`src/common/zxKeyPkg.sv`:
```
/*
 * ZX Spectrum keyboard package
 * Matrix types, PS/2 framing constants and the map from
 * scan codes to Spectrum key positions
 */
package zxKeyPkg;

    typedef logic [7:0][4:0] keyMatrix_t;           // 8 rows x 5 keys, 0 = pressed
    typedef logic [4:0]      keyRow_t;              // One row as seen on port FE

    localparam logic [7:0] ScanExtended = 8'hE0;    // Next code is extended
    localparam logic [7:0] ScanRelease  = 8'hF0;    // Next code is a break
    localparam int FrameBits    = 11;               // Start, 8 data, parity, stop
    localparam int FrameTimeout = 2000;             // Idle clk cycles before abandoning
    localparam int SyncStages   = 2;                // Flops on each PS/2 line

    // ==================================================================
    // Scan code to key mask, ones mark the affected keys
    // ==================================================================
    function automatic keyMatrix_t scanToKeys(input logic [7:0] code, input logic extended);
        keyMatrix_t mask;
        mask = '0;
        if (extended) begin
            case (code)
                8'h14: mask[0][0] = 1'b1;                       // Right Ctrl, CAPS
                8'h11: mask[7][1] = 1'b1;                       // Right Alt, SYMBOL
                8'h6B: begin mask[0][0] = 1'b1; mask[3][4] = 1'b1; end  // Left, CAPS+5
                8'h72: begin mask[0][0] = 1'b1; mask[4][4] = 1'b1; end  // Down, CAPS+6
                8'h75: begin mask[0][0] = 1'b1; mask[4][3] = 1'b1; end  // Up, CAPS+7
                8'h74: begin mask[0][0] = 1'b1; mask[4][2] = 1'b1; end  // Right, CAPS+8
                default: mask = '0;                             // Rest of E0 page ignored
            endcase
        end else begin
            case (code)
                8'h12, 8'h59, 8'h14: mask[0][0] = 1'b1;         // Shifts and Ctrl
                8'h1A: mask[0][1] = 1'b1;  8'h22: mask[0][2] = 1'b1;    // Z X
                8'h21: mask[0][3] = 1'b1;  8'h2A: mask[0][4] = 1'b1;    // C V
                8'h1C: mask[1][0] = 1'b1;  8'h1B: mask[1][1] = 1'b1;    // A S
                8'h23: mask[1][2] = 1'b1;  8'h2B: mask[1][3] = 1'b1;    // D F
                8'h34: mask[1][4] = 1'b1;                               // G
                8'h15: mask[2][0] = 1'b1;  8'h1D: mask[2][1] = 1'b1;    // Q W
                8'h24: mask[2][2] = 1'b1;  8'h2D: mask[2][3] = 1'b1;    // E R
                8'h2C: mask[2][4] = 1'b1;                               // T
                8'h16: mask[3][0] = 1'b1;  8'h1E: mask[3][1] = 1'b1;    // 1 2
                8'h26: mask[3][2] = 1'b1;  8'h25: mask[3][3] = 1'b1;    // 3 4
                8'h2E: mask[3][4] = 1'b1;                               // 5
                8'h45: mask[4][0] = 1'b1;  8'h46: mask[4][1] = 1'b1;    // 0 9
                8'h3E: mask[4][2] = 1'b1;  8'h3D: mask[4][3] = 1'b1;    // 8 7
                8'h36: mask[4][4] = 1'b1;                               // 6
                8'h4D: mask[5][0] = 1'b1;  8'h44: mask[5][1] = 1'b1;    // P O
                8'h43: mask[5][2] = 1'b1;  8'h3C: mask[5][3] = 1'b1;    // I U
                8'h35: mask[5][4] = 1'b1;                               // Y
                8'h5A: mask[6][0] = 1'b1;  8'h4B: mask[6][1] = 1'b1;    // ENTER L
                8'h42: mask[6][2] = 1'b1;  8'h3B: mask[6][3] = 1'b1;    // K J
                8'h33: mask[6][4] = 1'b1;                               // H
                8'h29: mask[7][0] = 1'b1;  8'h11: mask[7][1] = 1'b1;    // SPACE SYMBOL
                8'h3A: mask[7][2] = 1'b1;  8'h31: mask[7][3] = 1'b1;    // M N
                8'h32: mask[7][4] = 1'b1;                               // B
                8'h66: begin mask[0][0] = 1'b1; mask[4][0] = 1'b1; end  // Backspace, CAPS+0
                default: mask = '0;                             // Keypad and the rest
            endcase
        end
        return mask;
    endfunction

endpackage
```
`src/common/keyEventIf.sv`:
```
/*
 * Key event channel from the decoder to the key matrix
 * One-cycle strobe with a mask, a press level and a clear flag
 */
`timescale 1ns/1ns

interface keyEventIf;

    logic                valid;     // One-cycle event strobe
    zxKeyPkg::keyMatrix_t keyMask;  // Keys touched by this event
    logic                pressed;   // Make or break, taken with valid
    logic                clearAll;  // Release every key, taken with valid

    // Decoder side
    modport source (
        output valid, keyMask, pressed, clearAll
    );

    // Matrix side, no back-pressure
    modport sink (
        input valid, keyMask, pressed, clearAll
    );

endinterface

```
`src/hdl/zxKeyboardTop.sv`:
```
/*
 * ZX Spectrum keyboard subsystem
 * PS/2 receiver, scan code decoder, key matrix and port FE readout
 */
`timescale 1ns/1ns

module zxKeyboardTop (
    input  logic        clk,
    input  logic        reset,      // Active low, asynchronous
    input  logic        ps2Clk,     // Keyboard clock line
    input  logic        ps2Data,    // Keyboard data line
    input  logic [15:0] addr,       // CPU address bus
    output logic [4:0]  keyRow      // Key row for IN (FE)
);

    logic [7:0]           scanCode;
    logic                 scanReady;
    logic                 scanError;
    zxKeyPkg::keyMatrix_t keys;

    keyEventIf keyEvents ();        // Decoder to matrix

    ps2Receiver ps2Receiver_inst (
        .clk       (clk),
        .reset     (reset),
        .ps2Clk    (ps2Clk),
        .ps2Data   (ps2Data),
        .scanCode  (scanCode),
        .scanReady (scanReady),
        .scanError (scanError)
    );

    keyDecode keyDecode_inst (
        .clk       (clk),
        .reset     (reset),
        .scanCode  (scanCode),
        .scanReady (scanReady),
        .scanError (scanError),
        .events    (keyEvents.source)
    );

    keyMatrix keyMatrix_inst (
        .clk    (clk),
        .reset  (reset),
        .events (keyEvents.sink),
        .keys   (keys)
    );

    rowReadout rowReadout_inst (
        .keys   (keys),
        .addr   (addr),
        .keyRow (keyRow)
    );

endmodule

```
`src/hdl/rowReadout.sv`:
```
/*
 * Port FE row readout
 * ANDs every key row whose high address line is low,
 * all ones when no row is selected
 */
`timescale 1ns/1ns

module rowReadout (
    input  zxKeyPkg::keyMatrix_t keys,      // Current matrix
    input  logic [15:0]          addr,      // CPU address, rows on 15:8
    output zxKeyPkg::keyRow_t    keyRow     // Answer to IN (FE)
);

    // Low byte of the address carries the port, only the high byte
    // selects rows
    always_comb begin
        keyRow = '1;                                    // No row, no key
        for (int row = 0; row < 8; row++) begin
            if (!addr[8 + row])
                keyRow = keyRow & keys[row];            // Several rows merge
        end
    end

endmodule

```
`src/hdl/keyMatrix.sv`:
```
/*
 * Key matrix state
 * Holds the 40 active-low Spectrum key bits and applies key
 * events so that the last event on a key wins
 */
`timescale 1ns/1ns

module keyMatrix (
    input  logic                 clk,
    input  logic                 reset,     // Active low, asynchronous
    keyEventIf.sink              events,    // From the decoder
    output zxKeyPkg::keyMatrix_t keys       // 0 = key down
);

    // ==================================================================
    // State update
    // ==================================================================
    always_ff @(posedge clk or negedge reset) begin
        if (!reset) begin
            keys <= '1;                                 // Nothing pressed
        end else if (events.valid) begin
            if (events.clearAll)
                keys <= '1;                             // Frame error drops all keys
            else if (events.pressed)
                keys <= keys & ~events.keyMask;         // Pull masked keys low
            else
                keys <= keys | events.keyMask;          // Let masked keys go
        end
    end

    // Shared keys such as CAPS follow whichever source spoke last,
    // so releasing either Shift lets CAPS go

    // Events from the decoder arrive as single-cycle strobes
    validOneCycle: assert property (@(posedge clk) disable iff (!reset)
        events.valid |=> !events.valid);

endmodule

```
`src/hdl/keyDecode.sv`:
```
/*
 * Scan code decoder
 * Follows the E0 and F0 prefixes and turns each complete code
 * into a key event for the matrix, frame errors become clear-all
 */
`timescale 1ns/1ns

module keyDecode (
    input  logic       clk,
    input  logic       reset,       // Active low, asynchronous
    input  logic [7:0] scanCode,    // Byte from the receiver
    input  logic       scanReady,   // Byte valid strobe
    input  logic       scanError,   // Frame error strobe
    keyEventIf.source  events       // Out to the key matrix
);

    // ==================================================================
    // Prefix state
    // ==================================================================
    logic                 released;     // F0 seen, next code is a break
    logic                 extended;     // E0 seen, next code is extended
    logic                 isExtended;   // Current byte is E0
    logic                 isRelease;    // Current byte is F0
    zxKeyPkg::keyMatrix_t scanMask;     // Keys hit by the current byte
    logic                 maskHit;      // Byte maps to at least one key

    always_comb begin
        isExtended = (scanCode == zxKeyPkg::ScanExtended);
        isRelease  = (scanCode == zxKeyPkg::ScanRelease);
        scanMask   = zxKeyPkg::scanToKeys(scanCode, extended);
        maskHit    = (scanMask != '0);
    end

    always_ff @(posedge clk or negedge reset) begin
        if (!reset) begin
            released <= 1'b0;
            extended <= 1'b0;
        end else if (scanError) begin
            released <= 1'b0;                   // Broken frame, start clean
            extended <= 1'b0;
        end else if (scanReady) begin
            if (isExtended) begin
                extended <= 1'b1;
            end else if (isRelease) begin
                released <= 1'b1;
            end else begin
                released <= 1'b0;               // Code consumed the prefixes
                extended <= 1'b0;
            end
        end
    end

    // ==================================================================
    // Event generation
    // ==================================================================
    always_ff @(posedge clk or negedge reset) begin
        if (!reset) begin
            events.valid <= 1'b0;
        end else begin
            // Errors always emit, codes only when mapped
            events.valid <= scanError
                          | (scanReady & ~isExtended & ~isRelease & maskHit);
        end
    end

    always_ff @(posedge clk) begin
        if (scanError) begin
            events.keyMask  <= '0;
            events.pressed  <= 1'b0;
            events.clearAll <= 1'b1;            // Release everything
        end else if (scanReady) begin
            events.keyMask  <= scanMask;
            events.pressed  <= ~released;       // Make unless F0 came first
            events.clearAll <= 1'b0;
        end
    end

    // A key event must touch at least one key
    maskNotEmpty: assert property (@(posedge clk) disable iff (!reset)
        (events.valid && !events.clearAll) |-> (events.keyMask != '0));

endmodule

```
`src/ps2/ps2Receiver.sv`:
```
/*
 * PS/2 receiver
 * Synchronizes the keyboard clock and data lines, shifts in
 * 11-bit frames on falling clock edges and checks start, odd
 * parity and stop before handing the byte on
 */
`timescale 1ns/1ns

module ps2Receiver (
    input  logic       clk,
    input  logic       reset,       // Active low, asynchronous
    input  logic       ps2Clk,      // Raw keyboard clock
    input  logic       ps2Data,     // Raw keyboard data
    output logic [7:0] scanCode,    // Received byte
    output logic       scanReady,   // One-cycle strobe for a good frame
    output logic       scanError    // One-cycle strobe for a bad frame
);

    // ==================================================================
    // Line synchronizers and edge detect
    // ==================================================================
    logic [zxKeyPkg::SyncStages-1:0] clkSync;   // ps2Clk shift chain
    logic [zxKeyPkg::SyncStages-1:0] dataSync;  // ps2Data shift chain
    logic                            clkPrev;   // Last synced clock level
    logic                            fallEdge;

    always_ff @(posedge clk or negedge reset) begin
        if (!reset) begin
            clkSync  <= '1;                     // Lines idle high
            dataSync <= '1;
            clkPrev  <= 1'b1;
        end else begin
            clkSync  <= {clkSync[zxKeyPkg::SyncStages-2:0], ps2Clk};
            dataSync <= {dataSync[zxKeyPkg::SyncStages-2:0], ps2Data};
            clkPrev  <= clkSync[zxKeyPkg::SyncStages-1];
        end
    end

    assign fallEdge = clkPrev & ~clkSync[zxKeyPkg::SyncStages-1];  // High then low

    // ==================================================================
    // Frame assembly
    // ==================================================================
    logic [zxKeyPkg::FrameBits-1:0]             frame;      // LSB is the start bit
    logic [$clog2(zxKeyPkg::FrameBits)-1:0]     bitCount;   // Bits taken so far
    logic [$clog2(zxKeyPkg::FrameTimeout)-1:0]  idleCount;  // Cycles since last edge
    logic                                       frameDone;  // Stop bit just shifted in
    logic                                       frameOk;

    always_ff @(posedge clk) begin
        if (fallEdge)
            frame <= {dataSync[zxKeyPkg::SyncStages-1], frame[zxKeyPkg::FrameBits-1:1]};
    end

    always_ff @(posedge clk or negedge reset) begin
        if (!reset) begin
            bitCount  <= '0;
            idleCount <= '0;
            frameDone <= 1'b0;
        end else begin
            frameDone <= 1'b0;
            if (fallEdge) begin
                idleCount <= '0;
                if (int'(bitCount) == zxKeyPkg::FrameBits - 1) begin
                    bitCount  <= '0;            // Stop bit completes the frame
                    frameDone <= 1'b1;
                end else begin
                    bitCount <= bitCount + 1'b1;
                end
            end else if (bitCount != '0) begin
                // Frames stalled mid-way are dropped quietly
                if (int'(idleCount) == zxKeyPkg::FrameTimeout - 1) begin
                    bitCount  <= '0;
                    idleCount <= '0;
                end else begin
                    idleCount <= idleCount + 1'b1;
                end
            end
        end
    end

    // Start low, odd parity over data and parity bit, stop high
    assign frameOk = ~frame[0] & (^frame[9:1]) & frame[10];

    // ==================================================================
    // Output strobes
    // ==================================================================
    always_ff @(posedge clk or negedge reset) begin
        if (!reset) begin
            scanReady <= 1'b0;
            scanError <= 1'b0;
        end else begin
            scanReady <= frameDone & frameOk;
            scanError <= frameDone & ~frameOk;
        end
    end

    always_ff @(posedge clk) begin
        if (frameDone)
            scanCode <= frame[8:1];             // Data bits arrive LSB first
    end

    // A frame ends in a single strobe cycle
    strobesOneCycle: assert property (@(posedge clk) disable iff (!reset)
        (scanReady || scanError) |=> !(scanReady || scanError));

endmodule

```
`config.mk`:
```
export PLATFORM = sky130hd
export DESIGN_NAME = zxKeyboardTop
export DESIGN_NICKNAME = d
export VERILOG_FILES = /design/src/common/zxKeyPkg.sv /design/src/common/keyEventIf.sv /design/src/hdl/zxKeyboardTop.sv /design/src/hdl/rowReadout.sv /design/src/hdl/keyMatrix.sv /design/src/hdl/keyDecode.sv /design/src/ps2/ps2Receiver.sv
export SDC_FILE = /design/constraint.sdc
export NUM_CORES = 1
export LEC_CHECK = 0
export BUFFER_PORTS_ARGS = -buffer_cell sky130_fd_sc_hd__buf_2
export CELL_PAD_IN_SITES_DETAIL_PLACEMENT = 1
export CELL_PAD_IN_SITES_GLOBAL_PLACEMENT = 2
export CORE_MARGIN = 2
export CORE_UTILIZATION = 38
export CTS_BUF_LIST = sky130_fd_sc_hd__clkbuf_8
export DETAILED_ROUTE_END_ITERATION = 16
export PLACE_DENSITY = 0.86
export SLEW_MARGIN = 20
export SYNTH_ARGS = -nofsm -noshare
export SYNTH_HDL_FRONTEND = slang
export SYNTH_SLANG_ARGS = --single-unit
```
`constraint.sdc`:
```
create_clock -name clk -period 1.94 [get_ports clk]
set_input_delay 0.291 -clock clk [delete_from_list [all_inputs] [get_ports clk]]
set_output_delay 0.291 -clock clk [all_outputs]
set_load 0.05 [all_outputs]
```
# After elaboration in Yosys (flattened, before gate mapping)
# Cells that the tools add are included.
dict set report word_totals {
  regBits 127
  latchBits 0
  mem_bits_rw 0
  romBits 0
  in_bits 20
  out_inout_bits 5
  word_cells 196
  n_memories 0
}
dict set report op_classes {
  addsub 2
  n_mul 0
  div 0
  order_cmp 0
  n_eq_ne 53
  shifts 0
  muxes 73
  bitwise_logic 25
  reduce_logical 12
}
# cell count
set ops {}
lappend ops {{8-bit by 6-bit == test with 1-bit output (second input constant)} 23}
lappend ops {{40-bit two-way mux} 3}
lappend ops {{8-bit by 7-bit == test with 1-bit output (second input constant)} 14}
lappend ops {{8-bit by 5-bit == test with 1-bit output (second input constant)} 10}
lappend ops {{1-bit two-way mux} 55}
lappend ops {{40-bit AND} 1}
lappend ops {{5-bit two-way mux} 8}
lappend ops {{40-bit NOT} 1}
lappend ops {{40-bit OR} 1}
lappend ops {{40-bit nonzero test} 1}
lappend ops {{5-bit AND} 7}
lappend ops {{11-bit two-way mux} 3}
lappend ops {{8-bit == test (second input constant)} 2}
lappend ops {{4-bit two-way mux} 4}
lappend ops {{11-bit by 1-bit adder with 11-bit output (second input constant)} 1}
lappend ops {{11-bit by 7-bit == test with 1-bit output (second input constant)} 1}
lappend ops {{9-bit XOR reduction} 1}
lappend ops {{1-bit AND} 8}
lappend ops {{1-bit NOT} 6}
lappend ops {{2-bit AND reduction} 3}
lappend ops {{2-bit nonzero test} 3}
lappend ops {{5-bit OR reduction} 1}
lappend ops {{4-bit by 1-bit adder with 4-bit output (second input constant)} 1}
lappend ops {{4-bit == test (second input constant)} 1}
lappend ops {{6 further kinds} 6}

# Longest topological paths before layout
# Gate-level depths: netlist (run 1).
dict set report logic_depth {
  word_depth 15
  depth_mapped 7
  ltp_nobuf 7
}

# Hierarchy
# A second synthesis (run 1) with hierarchy kept.
dict set report unflattened {
  cells_unflattened 612
  area_unflattened_um2 6336.1
}
# module instances cells_each area_per_inst_um2 seq_area_each_um2
set modules_own_cells {}
lappend modules_own_cells {keyDecode 1 269 2249.7 915.9}
lappend modules_own_cells {keyMatrix 1 180 2169.6 1051.0}
lappend modules_own_cells {ps2Receiver 1 138 1760.4 1152.4}
lappend modules_own_cells {rowReadout 1 25 156.4 0.0}

# Least setup slack after synthesis (run 1)
# OpenSTA, ideal clock, no wires.
dict set report synth_timing {
  kind {register to output}
  start {reg keyMatrix_inst.keys[35] (netlist bit)}
  end {out keyRow[0]}
  arrival_ns 2.156
  required_ns 1.649
  slack_ns -0.507
  path_stages_with_launch 3
  path_cell_list {dfstp_2 > o22ai_1 > nor4_1}
}
dict set report synth_via {
  elab_chain_cells 2
}
# item line
set synth_lines {}
lappend synth_lines {{from (decl)} keyMatrix.sv:12} ;# output zxKeyPkg::keyMatrix_t keys
lappend synth_lines {{from (signal assigned)} keyMatrix.sv:25} ;# keys <= keys & ~events.keyMask;
lappend synth_lines {{from (signal assigned)} keyMatrix.sv:27} ;# keys <= keys | events.keyMask;
lappend synth_lines {{5-bit AND} rowReadout.sv:20} ;# keyRow = keyRow & keys[row];
lappend synth_lines {{5-bit two-way mux} rowReadout.sv:19} ;# if (!addr[8 + row])
lappend synth_lines {{to (decl)} zxKeyboardTop.sv:13} ;# output logic [4:0] keyRow
# No other way between the ends.

# Worst setup path in the final report (run 1)
dict set report layout_timing {
  start {reg ps2Receiver_inst.scanCode[2]}
  end {reg keyDecode_inst.events.valid}
}
dict set report layout_via {
  elab_chain_cells 7
}
# item line
set layout_lines {}
lappend layout_lines {{from (decl)} ps2Receiver.sv:14} ;# output logic [7:0] scanCode,
lappend layout_lines {{from (signal assigned)} ps2Receiver.sv:100} ;# scanCode <= frame[8:1];
lappend layout_lines {{8-bit by 7-bit == test with 1-bit output (tied with other cells)} zxKeyPkg.sv:24} ;# case (code)
lappend layout_lines {{5-bit OR reduction (no source line) (tied with other cells)} n/a}
lappend layout_lines {{1-bit two-way mux (on tied branches)} {zxKeyPkg.sv:24, zxKeyPkg.sv:34}}
lappend layout_lines {{40-bit two-way mux} zxKeyPkg.sv:23} ;# if (extended) begin
lappend layout_lines {{40-bit nonzero test} keyDecode.sv:31} ;# maskHit = (scanMask != '0);
lappend layout_lines {{1-bit AND (*)} keyDecode.sv:62} ;# | (scanReady & ~isExtended & ~isRelease & maskHit);
lappend layout_lines {{1-bit OR (*)} keyDecode.sv:62}
lappend layout_lines {{to (signal assigned)} keyDecode.sv:61} ;# events.valid <= scanError
lappend layout_lines {{to (decl)} keyEventIf.sv:16} ;# output valid, keyMask, pressed, clearAll
# Mark *: on every way between the ends. The rest lies on a longest branch, timed or not.
# A chain may end at the register's enable or synchronous reset.

==> results of run 1 <==
-- final timing paths --
path / slack [ps] / end / cells after the start
setup / recovery: -50 / keyDecode_inst.events.valid / 7
hold / removal: 360 / ps2Receiver_inst.clkSync[1] / 0
setup reg to reg: -50 / keyDecode_inst.events.valid / 7
hold reg to reg: 360 / ps2Receiver_inst.clkSync[1] / 0
max in group asynchronous: 1160 / ps2Receiver_inst.clkPrev / 3
min in group asynchronous: 410 / keyDecode_inst.events.valid / 3
-- area by class of cell --
type	count	area (um2)	area share (%)
clock buffer	18	248	3.27
clock inverter	14	150	1.98
inverter	9	37.5	0.496
multi-input combinational	398	2780	36.7
sequential	127	3120	41.3
tap	188	235	3.11
timing repair buffer	129	998	13.2
-- Yosys cell counts (all sizes together), types with 2 or more instances --
cell type  count
nor2          68
o21ai         20
dfrtp         21
or3b           2
o22ai         22
clkbuf        18
or4            2
and2           2
ha             4
dfxtp         42
nand2b         8
buf           17
nand4          6
nor4          10
a31oi          3
nor2b          6
o22a          40
a22oi          5
a21oi         57
xnor2          8
mux2i          4
a22o          19
or2b           4
dfstp         45
nor4b          2
and3           3
or4b           2
nor3          15
nand3b         2
a211oi         5
a21o           4
a32o           4
nand3         18
xor2           5
inv            9
nor3b          5
edfxtp        19
nand2         30
-- timing repair --
action,in CTS,in global routing
setup buffers,32,9
endpoints found under the setup margin,19,31
cloned,0,0
pin swaps,13,22
hold buffers,3,0
resized for setup,30,46
endpoints found under the hold margin,23,0
-- flip-flops by register name, summed over array words and instances (netlist names) --
register	count
ps2Receiver_inst.scanError	1
ps2Receiver_inst.frame	11
keyDecode_inst.events.clearAll	1
ps2Receiver_inst.dataSync	2
ps2Receiver_inst.scanReady	1
keyMatrix_inst.keys	40
ps2Receiver_inst.scanCode	8
keyDecode_inst.extended	1
ps2Receiver_inst.clkPrev	1
ps2Receiver_inst.bitCount	4
ps2Receiver_inst.frameDone	1
keyDecode_inst.events.pressed	1
keyDecode_inst.released	1
ps2Receiver_inst.idleCount	11
keyDecode_inst.events.valid	1
keyDecode_inst.events.keyMask	40
ps2Receiver_inst.clkSync	2
-- per-stage QoR --
stage	util (%)	TNS, ps	std cells	setup WS (ps)	power (mW)
2_1_floorplan	-	0	569	28.2	3.38
3_3_place_gp	43.3	-106	807	-90.1	3.59
3_5_place_dp	43.3	-512	807	-127	3.65
4_1_cts	48.5	-138	874	-61.5	6.05
5_1_grt	50.1	-1120	883	-158	6.34
6_report	50.1	-49.0	883	-49.0	6.05
-- logic make-up after synthesis --
kind of cell	Yosys count	share of synthesized area, %
AOI/OAI and AO/OA	188	22.5
xor gates and xnor gates	13	1.95
adders and majority gates	4	0.858
buffers and inverters	44	3.54
DFF	127	53.5
muxes	4	0.687
and+or+nand+nor	189	16.9
-- where the power goes --
| group | leakage, nW | internal [mW] | switching, mW |
|---|---|---|---|
| registers | 1.26 | 2.81 | 0.132 |
| clock network | 0.219 | 1.28 | 1.04 |
| logic | 2.02 | 0.327 | 0.458 |
| total | 3.50 | 4.42 | 1.63 |
-- layer usage --
| metal | wire length, um | part of all wire (%) |
|---|---|---|
| met1 | 7610 | 43 |
| met2 | 9110 | 51 |
| met5 | 0 | 0 |
| met4 | 432 | 2.4 |
| met3 | 618 | 3.5 |
==> summary.txt, run 1 <==
Logic synthesis
  • Post-synthesis cell count: 569
  • Net count of the mapped netlist: 593
  • Number of warnings printed during yosys synthesis: 0
  • Sequential element share of the synthesized area: 53.5%
  • Main flop type after synthesis: sky130_fd_sc_hd__dfstp_2
  • Average cell area after synthesis: 10.2 um2
  • Cell types occupying the most area after synthesis: sky130_fd_sc_hd__dfstp_2, sky130_fd_sc_hd__dfxtp_1, sky130_fd_sc_hd__edfxtp_1, sky130_fd_sc_hd__dfrtp_1, sky130_fd_sc_hd__o22a_1
  • Number of synthesized register bits: 127
  • Cell area after technology mapping: 0.00583 mm2
  • Proportion of synthesized flip-flops having asynchronous set or reset: 52.0%
  • Number of enable flip-flop cells after synthesis: 19
  • Area share of the leading cell type in the synthesized netlist: 20.3%
  • Cell type with the highest aggregate area in the netlist: sky130_fd_sc_hd__dfstp_2
  • Number of different library cells in the post-synthesis netlist: 63

Clock network
  • Clock latency of the later-clocked register in the worst-skew pair: 440 ps
  • Clock sink total: 127
  • Deepest clock path buffer count: 2
  • Clock Tree Root: sky130_fd_sc_hd__clkbuf_8
  • Maximum level of the CTS H-tree: 4
  • Clock transition time at the flip-flop clock pins of the worst setup and hold paths: 80 ps
  • Total clock buffers created by CTS: 17
  • TritonCTS clock tree: done

STA
  • Slew Viols, Final: 0
  • Shortest clock period the worst path allows after layout: 1990 ps
  • Slew of the pin with the lowest slew margin: 524 ps
  • PnR worst setup slack: -49.0 ps
  • Share of the clock period used by the worst path: 103%
  • Setup repair after global routing missed its margin: yes
  • Peak clock frequency supported by timing: 503 MHz
  • Worst clock skew: 14.1 ps
  • Endpoints failing setup: 1
  • Final hold violation count: 0
  • Final-layout worst hold slack: 356 ps
  • Max transition margin: 64.8%

Floorplan
  • Floorplan die area: 0.0164 mm2
  • Initial core utilization: 38.6%
  • Die outline width: 128 um
  • Number of ports placed on the die boundary: 25
  • DIE HEIGHT: 128 um
  • # rows: 45
  • Floorplan core area: 0.0151 mm2

Global route
  • Met1 demand-to-capacity share in global routing: 28.3%
  • Grt peak-use layer: met2
  • Global routing met2 resource utilization: 39.0%
  • Remaining Overflow, GRT: 0
  • Largest net degree at the start of global routing: 67
  • Number of global-route vias before repair: 5334
  • GR Util met3: 4.26%
  • GRT Resource Usage Total: 22.7%
  • Initial antenna violation count: 0
  • Wire length of the first global-routing pass: 28.7 mm

Pwr
  • Total leakage power: 3.50 nW
  • Ratio of total power to cell area: 799 mW/mm2
  • VDD IR-drop max: 0.000585 V

Critical path
  • Class of the most critical setup path: flop to flop
  • Required time at the worst-slack endpoint: 2260 ps
  • Worst setup path start: ps2Receiver_inst.scanCode[2]
  • Critical register-to-register path startpoint: ps2Receiver_inst.scanCode[2]
  • Kind of end point of the critical path: flop
  • Kind of cell adding the most delay to the critical path: compound AO/OA/AOI/OAI gates
  • Master of the slowest instance on the critical path: sky130_fd_sc_hd__edfxtp_1
  • Crit path cell chain: buf_4, or2b_2, a2111oi_4, a21o_1, a311oi_2, nand4_1, o41a_1
  • Critical path launch point type: flop
  • Largest stage delay on the critical path: 430 ps
  • Arr. time, crit path: 2310 ps
  • Number of buffer and inverter stages on the critical path: 1
  • Worst-path maximum fanout: 4

Status
  • Status: finished, violations left
  • Violations in the final reports: negative setup slack

Final layout
  • Highest-count cells in the layout ignoring fill and taps: sky130_fd_sc_hd__buf_4, sky130_fd_sc_hd__nor2_1, sky130_fd_sc_hd__a21oi_1, sky130_fd_sc_hd__dfstp_2, sky130_fd_sc_hd__dfxtp_1
  • Area Growth Syn to Fin: 29.7%
  • Net total in the final layout: 706
  • Commonest non-fill, non-tap cell in the layout: sky130_fd_sc_hd__buf_4
  • Fraction of layout instances using a drive strength above 1: 37.6%
  • Count of antenna diodes in the layout: 0
  • Count of fill cells added during filler insertion: 1665
  • Design area: 0.00756 mm2

Drt
  • Avg Vias per Cell: 5.72
  • DRC violation count after routing: 0
  • Total length of routed wires: 17.8 mm
  • Number of vias in the routed layout: 5053
  • Average wire per standard cell: 20.1 um
  • Detailed Routing Iterations Pass 1: 6
  • First DRT Iteration DRCs: 307
  • DRT antenna net count: 0

Place
  • Count of buffers from port buffering: 16
  • Routability congestion estimate: 0.911
  • Cell area reported after detailed placement: 0.00654 mm2
  • Sum of net half-perimeters after detailed placement: 12.0 mm

Min path
  • Path category of the worst min-delay check: flop to flop
  • Hold path startpoint: ps2Receiver_inst.clkSync[0]

Job
  • Count of max-cap constraint violations: 0
(Power assumes the default switching activity.)
==> run 2: changes to the inputs <==
--- a/config.mk
+++ b/config.mk
@@ -9,11 +9,12 @@
 export CELL_PAD_IN_SITES_DETAIL_PLACEMENT = 1
 export CELL_PAD_IN_SITES_GLOBAL_PLACEMENT = 2
 export CORE_MARGIN = 2
-export CORE_UTILIZATION = 38
+export CORE_UTILIZATION = 42
 export CTS_BUF_LIST = sky130_fd_sc_hd__clkbuf_8
 export DETAILED_ROUTE_END_ITERATION = 16
-export PLACE_DENSITY = 0.86
+export PLACE_DENSITY = 0.89
 export SLEW_MARGIN = 20
 export SYNTH_ARGS = -nofsm -noshare
 export SYNTH_HDL_FRONTEND = slang
+export SYNTH_HIERARCHICAL = 1
 export SYNTH_SLANG_ARGS = --single-unit
==> constraint.sdc (replaced) <==
create_clock -name clk -period 2.2 [get_ports clk]
set_input_delay 0.33 -clock clk [delete_from_list [all_inputs] [get_ports clk]]
set_output_delay 0.33 -clock clk [all_outputs]
set_load 0.05 [all_outputs]
==> summary.txt, run 2 <==
Logic synthesis
  • Most common cell in the netlist: sky130_fd_sc_hd__nor2_1
  • Number of enable flip-flop cells after synthesis: 19 (unchanged)
  • Proportion of synthesized area in mux cells: 0.336% (-0.35 points)
  • Main flop type after synthesis: sky130_fd_sc_hd__dfstp_2
  • Number of warnings printed during yosys synthesis: 6 (+6)
  • Area fraction in compound gates after synthesis: 21.5% (-1.0 points)
  • Number of synthesized register bits: 127 (unchanged)
  • Post-synthesis cell count: 612 (+7.6%)
  • XOR/XNOR Fraction of Synth Area: 1.46% (-0.49 points)
  • Commonest cells post-synth: sky130_fd_sc_hd__nor2_1, sky130_fd_sc_hd__nor3_1, sky130_fd_sc_hd__dfstp_2
  • Cell type with the highest aggregate area in the netlist: sky130_fd_sc_hd__dfstp_2
  • Number of different library cells in the post-synthesis netlist: 67 (+6.3%)
  • Cell area after technology mapping: 0.00634 mm2 (+8.6%)
  • Largest family of logic cells by synthesized area: compound AO/OA/AOI/OAI gates
  • Area share of the leading cell type in the synthesized netlist: 18.7% (-1.6 points)
  • Average cell area after synthesis: 10.4 um2 (+1.0%)
  • Cell types occupying the most area after synthesis: sky130_fd_sc_hd__dfstp_2, sky130_fd_sc_hd__dfxtp_1, sky130_fd_sc_hd__a311oi_2, sky130_fd_sc_hd__edfxtp_1, sky130_fd_sc_hd__dfrtp_1
  • Sequential element share of the synthesized area: 49.2% (-4.3 points)
  • Proportion of synthesized flip-flops having asynchronous set or reset: 52.0% (unchanged)
  • Net count of the mapped netlist: 636 (+7.3%)
  • Fraction of the mapped netlist area in adder cells: 0.790% (-0.068 points)
  • Share of synthesized cell area in and, or, nand and nor gates: 20.9% (+3.9 points)

Drt
  • First DRT Iteration DRCs: 342 (+11%)
  • Detailed Routing Iterations Pass 1: 5 (-1)
  • Total length of routed wires: 17.3 mm (-2.4%)
  • Number of vias in the routed layout: 5032 (-0.42%)
  • DRC violation count after routing: 0 (unchanged)
  • Average wire per standard cell: 20.7 um (+3.0%)
  • Avg Vias per Cell: 6.01 (+5.1%)
  • DRT antenna net count: 0 (unchanged)

Critical path
  • Kind of end point of the critical path: flop
  • Capturing instance or port of the critical path: keyDecode_inst/events.valid
  • Worst-path maximum fanout: 12 (+8)
  • Depth of the worst register-to-register path: 7 (unchanged)
  • Crit path cell chain: buf_4, nand3b_1, nor2_2, o21ai_0, o21a_1, o32ai_1, o31a_1
  • Worst setup path start: ps2Receiver_inst/scanCode[0]
  • Class of the most critical setup path: flop to flop
  • Arr. time, crit path: 2480 ps (+170 ps)
  • Required time at the worst-slack endpoint: 2580 ps (+320 ps)
  • Largest stage delay on the critical path: 550 ps (+120 ps)
  • Master of the slowest instance on the critical path: sky130_fd_sc_hd__edfxtp_1
  • Total number of cells along the worst setup path: 7 (unchanged)
  • Reg2reg end: keyDecode_inst/events.valid
  • Kind of cell adding the most delay to the critical path: compound AO/OA/AOI/OAI gates
  • Critical path launch point type: flop
  • Critical register-to-register path startpoint: ps2Receiver_inst/scanCode[0]
  • Number of buffer and inverter stages on the critical path: 1 (unchanged)
  • Reg2reg setup slack: 100 ps (+150 ps)

STA
  • Slew Viols, Final: 0 (unchanged)
  • Share of the clock period used by the worst path: 95.5% (-7.0 points)
  • Final hold violation count: 0 (unchanged)
  • Max transition margin: 27.6% (-37 points)
  • Final-layout worst hold slack: 357 ps (+0.777 ps)
  • Worst clock skew: 15.3 ps (+1.24 ps)
  • Slew of the pin with the lowest slew margin: 1080 ps (+561 ps)
  • Endpoints failing setup: 0 (-1)
  • Aggregate negative setup slack: 0 ps (+49.0 ps)
  • Shortest clock period the worst path allows after layout: 2100 ps (+112 ps)
  • Peak clock frequency supported by timing: 476 MHz (-5.3%)

Final layout
  • Sequential cell area: 0.00312 mm2 (about the same)
  • Area Growth Syn to Fin: 12.5%
  • Highest-count cells in the layout ignoring fill and taps: sky130_fd_sc_hd__nor2_1, sky130_fd_sc_hd__nor3_1, sky130_fd_sc_hd__dfstp_2, sky130_fd_sc_hd__dfxtp_1, sky130_fd_sc_hd__a311oi_2
  • Net total in the final layout: 664 (-5.9%)
  • Area of the multi-input gates: 0.00288 mm2 (+3.9%)
  • Count of antenna diodes in the layout: 0 (unchanged)
  • Top flop regs: keyDecode_inst/events.keyMask (40), keyMatrix_inst/keys (40)
  • Count of fill cells added during filler insertion: 1630 (-2.1%)
  • Commonest non-fill, non-tap cell in the layout: sky130_fd_sc_hd__nor2_1
  • Design area: 0.00713 mm2 (-5.8%)
  • Fraction of layout instances using a drive strength above 1: 28.3% (-9.2 points)

Clock network
  • Deepest clock path buffer count: 2 (unchanged)
  • TritonCTS clock tree: done
  • Clock latency of the later-clocked register in the worst-skew pair: 450 ps (about the same)
  • Clock sink total: 127 (unchanged)
  • Maximum level of the CTS H-tree: 4 (unchanged)
  • Clock Tree Root: sky130_fd_sc_hd__clkbuf_8
  • Clock transition time at the flip-flop clock pins of the worst setup and hold paths: 70 ps (about the same)
  • Total clock buffers created by CTS: 17 (unchanged)

Job
  • Count of max-cap constraint violations: 0 (unchanged)

Floorplan
  • DIE HEIGHT: 127 um (-0.82%)
  • Floorplan core area: 0.0146 mm2 (-3.0%)
  • Die outline width: 127 um (-0.82%)
  • Initial core utilization: 43.3% (+4.6 points)
  • Number of ports placed on the die boundary: 25 (unchanged)
  • # rows: 44 (-2.2%)
  • Floorplan die area: 0.0161 mm2 (-1.6%)

Status
  • Status: finished clean

Global route
  • GRT Resource Usage Total: 22.3% (-0.39 points)
  • Largest net degree at the start of global routing: 67 (unchanged)
  • Number of global-route vias before repair: 5274 (-1.1%)
  • Initial antenna violation count: 0 (unchanged)
  • Wire length of the first global-routing pass: 28.3 mm (-1.4%)
  • Remaining Overflow, GRT: 0 (unchanged)

Place
  • Sum of net half-perimeters after detailed placement: 11.5 mm (-4.3%)
  • Routability congestion estimate: 0.906 (-0.51%)
  • Count of buffers from port buffering: 16 (unchanged)
  • Cell area reported after detailed placement: 0.00660 mm2 (+0.96%)

Min path
  • Path category of the worst min-delay check: flop to flop

Pwr
  • VDD IR-drop max: 0.000537 V (-8.1%)
  • Ratio of total power to cell area: 793 mW/mm2 (-0.77%)
  • Total leakage power: 2.45 nW (-30%)
  • Total Power Consumption: 5.65 mW (-6.5%)
-- run 2: stage by stage --
stage,cells,util (%),setup slack [ps]
final,837,48.7,98.9
after global routing,837,48.7,-14.1
after CTS,828,48.2,35.5
after detailed placement,793,45.1,79.5
after global placement,793,45.1,177
after floorplan,612,-,280
-- run 2: cell families after synthesis --
family          Yosys count
compound gates          155
flops                   127
buf+inv                  63
simple gates            252
mux                       2
fa+ha+maj                 4
xor+xnor                  9
-- run 2: layout make-up --
class / count / area share, %
Tap cell: 184 / 3.23
Sequential cell: 127 / 43.8
Clock buffer: 17 / 3.28
Multi-Input combinational cell: 422 / 40.5
Timing Repair Buffer: 54 / 5.58
Inverter: 18 / 0.948
Clock inverter: 15 / 2.72
-- run 2: worst reg2reg max path, delay by kind of cell, from the launching register on --
kind | cells | cell delay, ps
flops | 1 | 550
buf+inv | 1 | 240
compound gates | 4 | 750
simple gates | 2 | 500
-- run 2: report_power, final --
part,switching [mW],total [mW],internal [mW],leakage (nW)
clock,0.974,2.20,1.23,0.219
combinational,0.588,0.887,0.298,0.968
sequential,0.0947,2.56,2.47,1.26
-- run 2: what timing repair did --
| action | in CTS | in global routing |
|---|---|---|
| endpoints found under the setup margin | 0 | 1 |
| hold endpoints to repair | 23 | 0 |
| buffers inserted | 0 | 9 |
| gates resized for setup | 0 | 1 |
| hold buffers | 3 | 0 |
-- run 2: worst min path at each step --
stage / startpoint / endpoint / slack, ps / cells after the start
floorplan: reset / keyDecode_inst/events.valid / 30 / 0
global placement: ps2Receiver_inst/clkSync[0] / ps2Receiver_inst/clkSync[1] / 350 / 0
detailed placement: ps2Receiver_inst/clkSync[0] / ps2Receiver_inst/clkSync[1] / 350 / 0
CTS: ps2Receiver_inst/clkSync[0] / ps2Receiver_inst/clkSync[1] / 360 / 0
global route: ps2Receiver_inst/clkSync[0] / ps2Receiver_inst/clkSync[1] / 370 / 0
finish: ps2Receiver_inst/clkSync[0] / ps2Receiver_inst/clkSync[1] / 360 / 0
-- run 2: routing by layer --
| layer | track usage, % | wire, um | vias up |
|---|---|---|---|
| met4 | 8.14 | 306 | 0 |
| met2 | 37.6 | 8550 | 113 |
| met5 | 0 | 0 | - |
| met1 | 28.3 | 7800 | 2557 |
| met3 | 4.81 | 692 | 21 |
| li1 | - | - | 2341 |
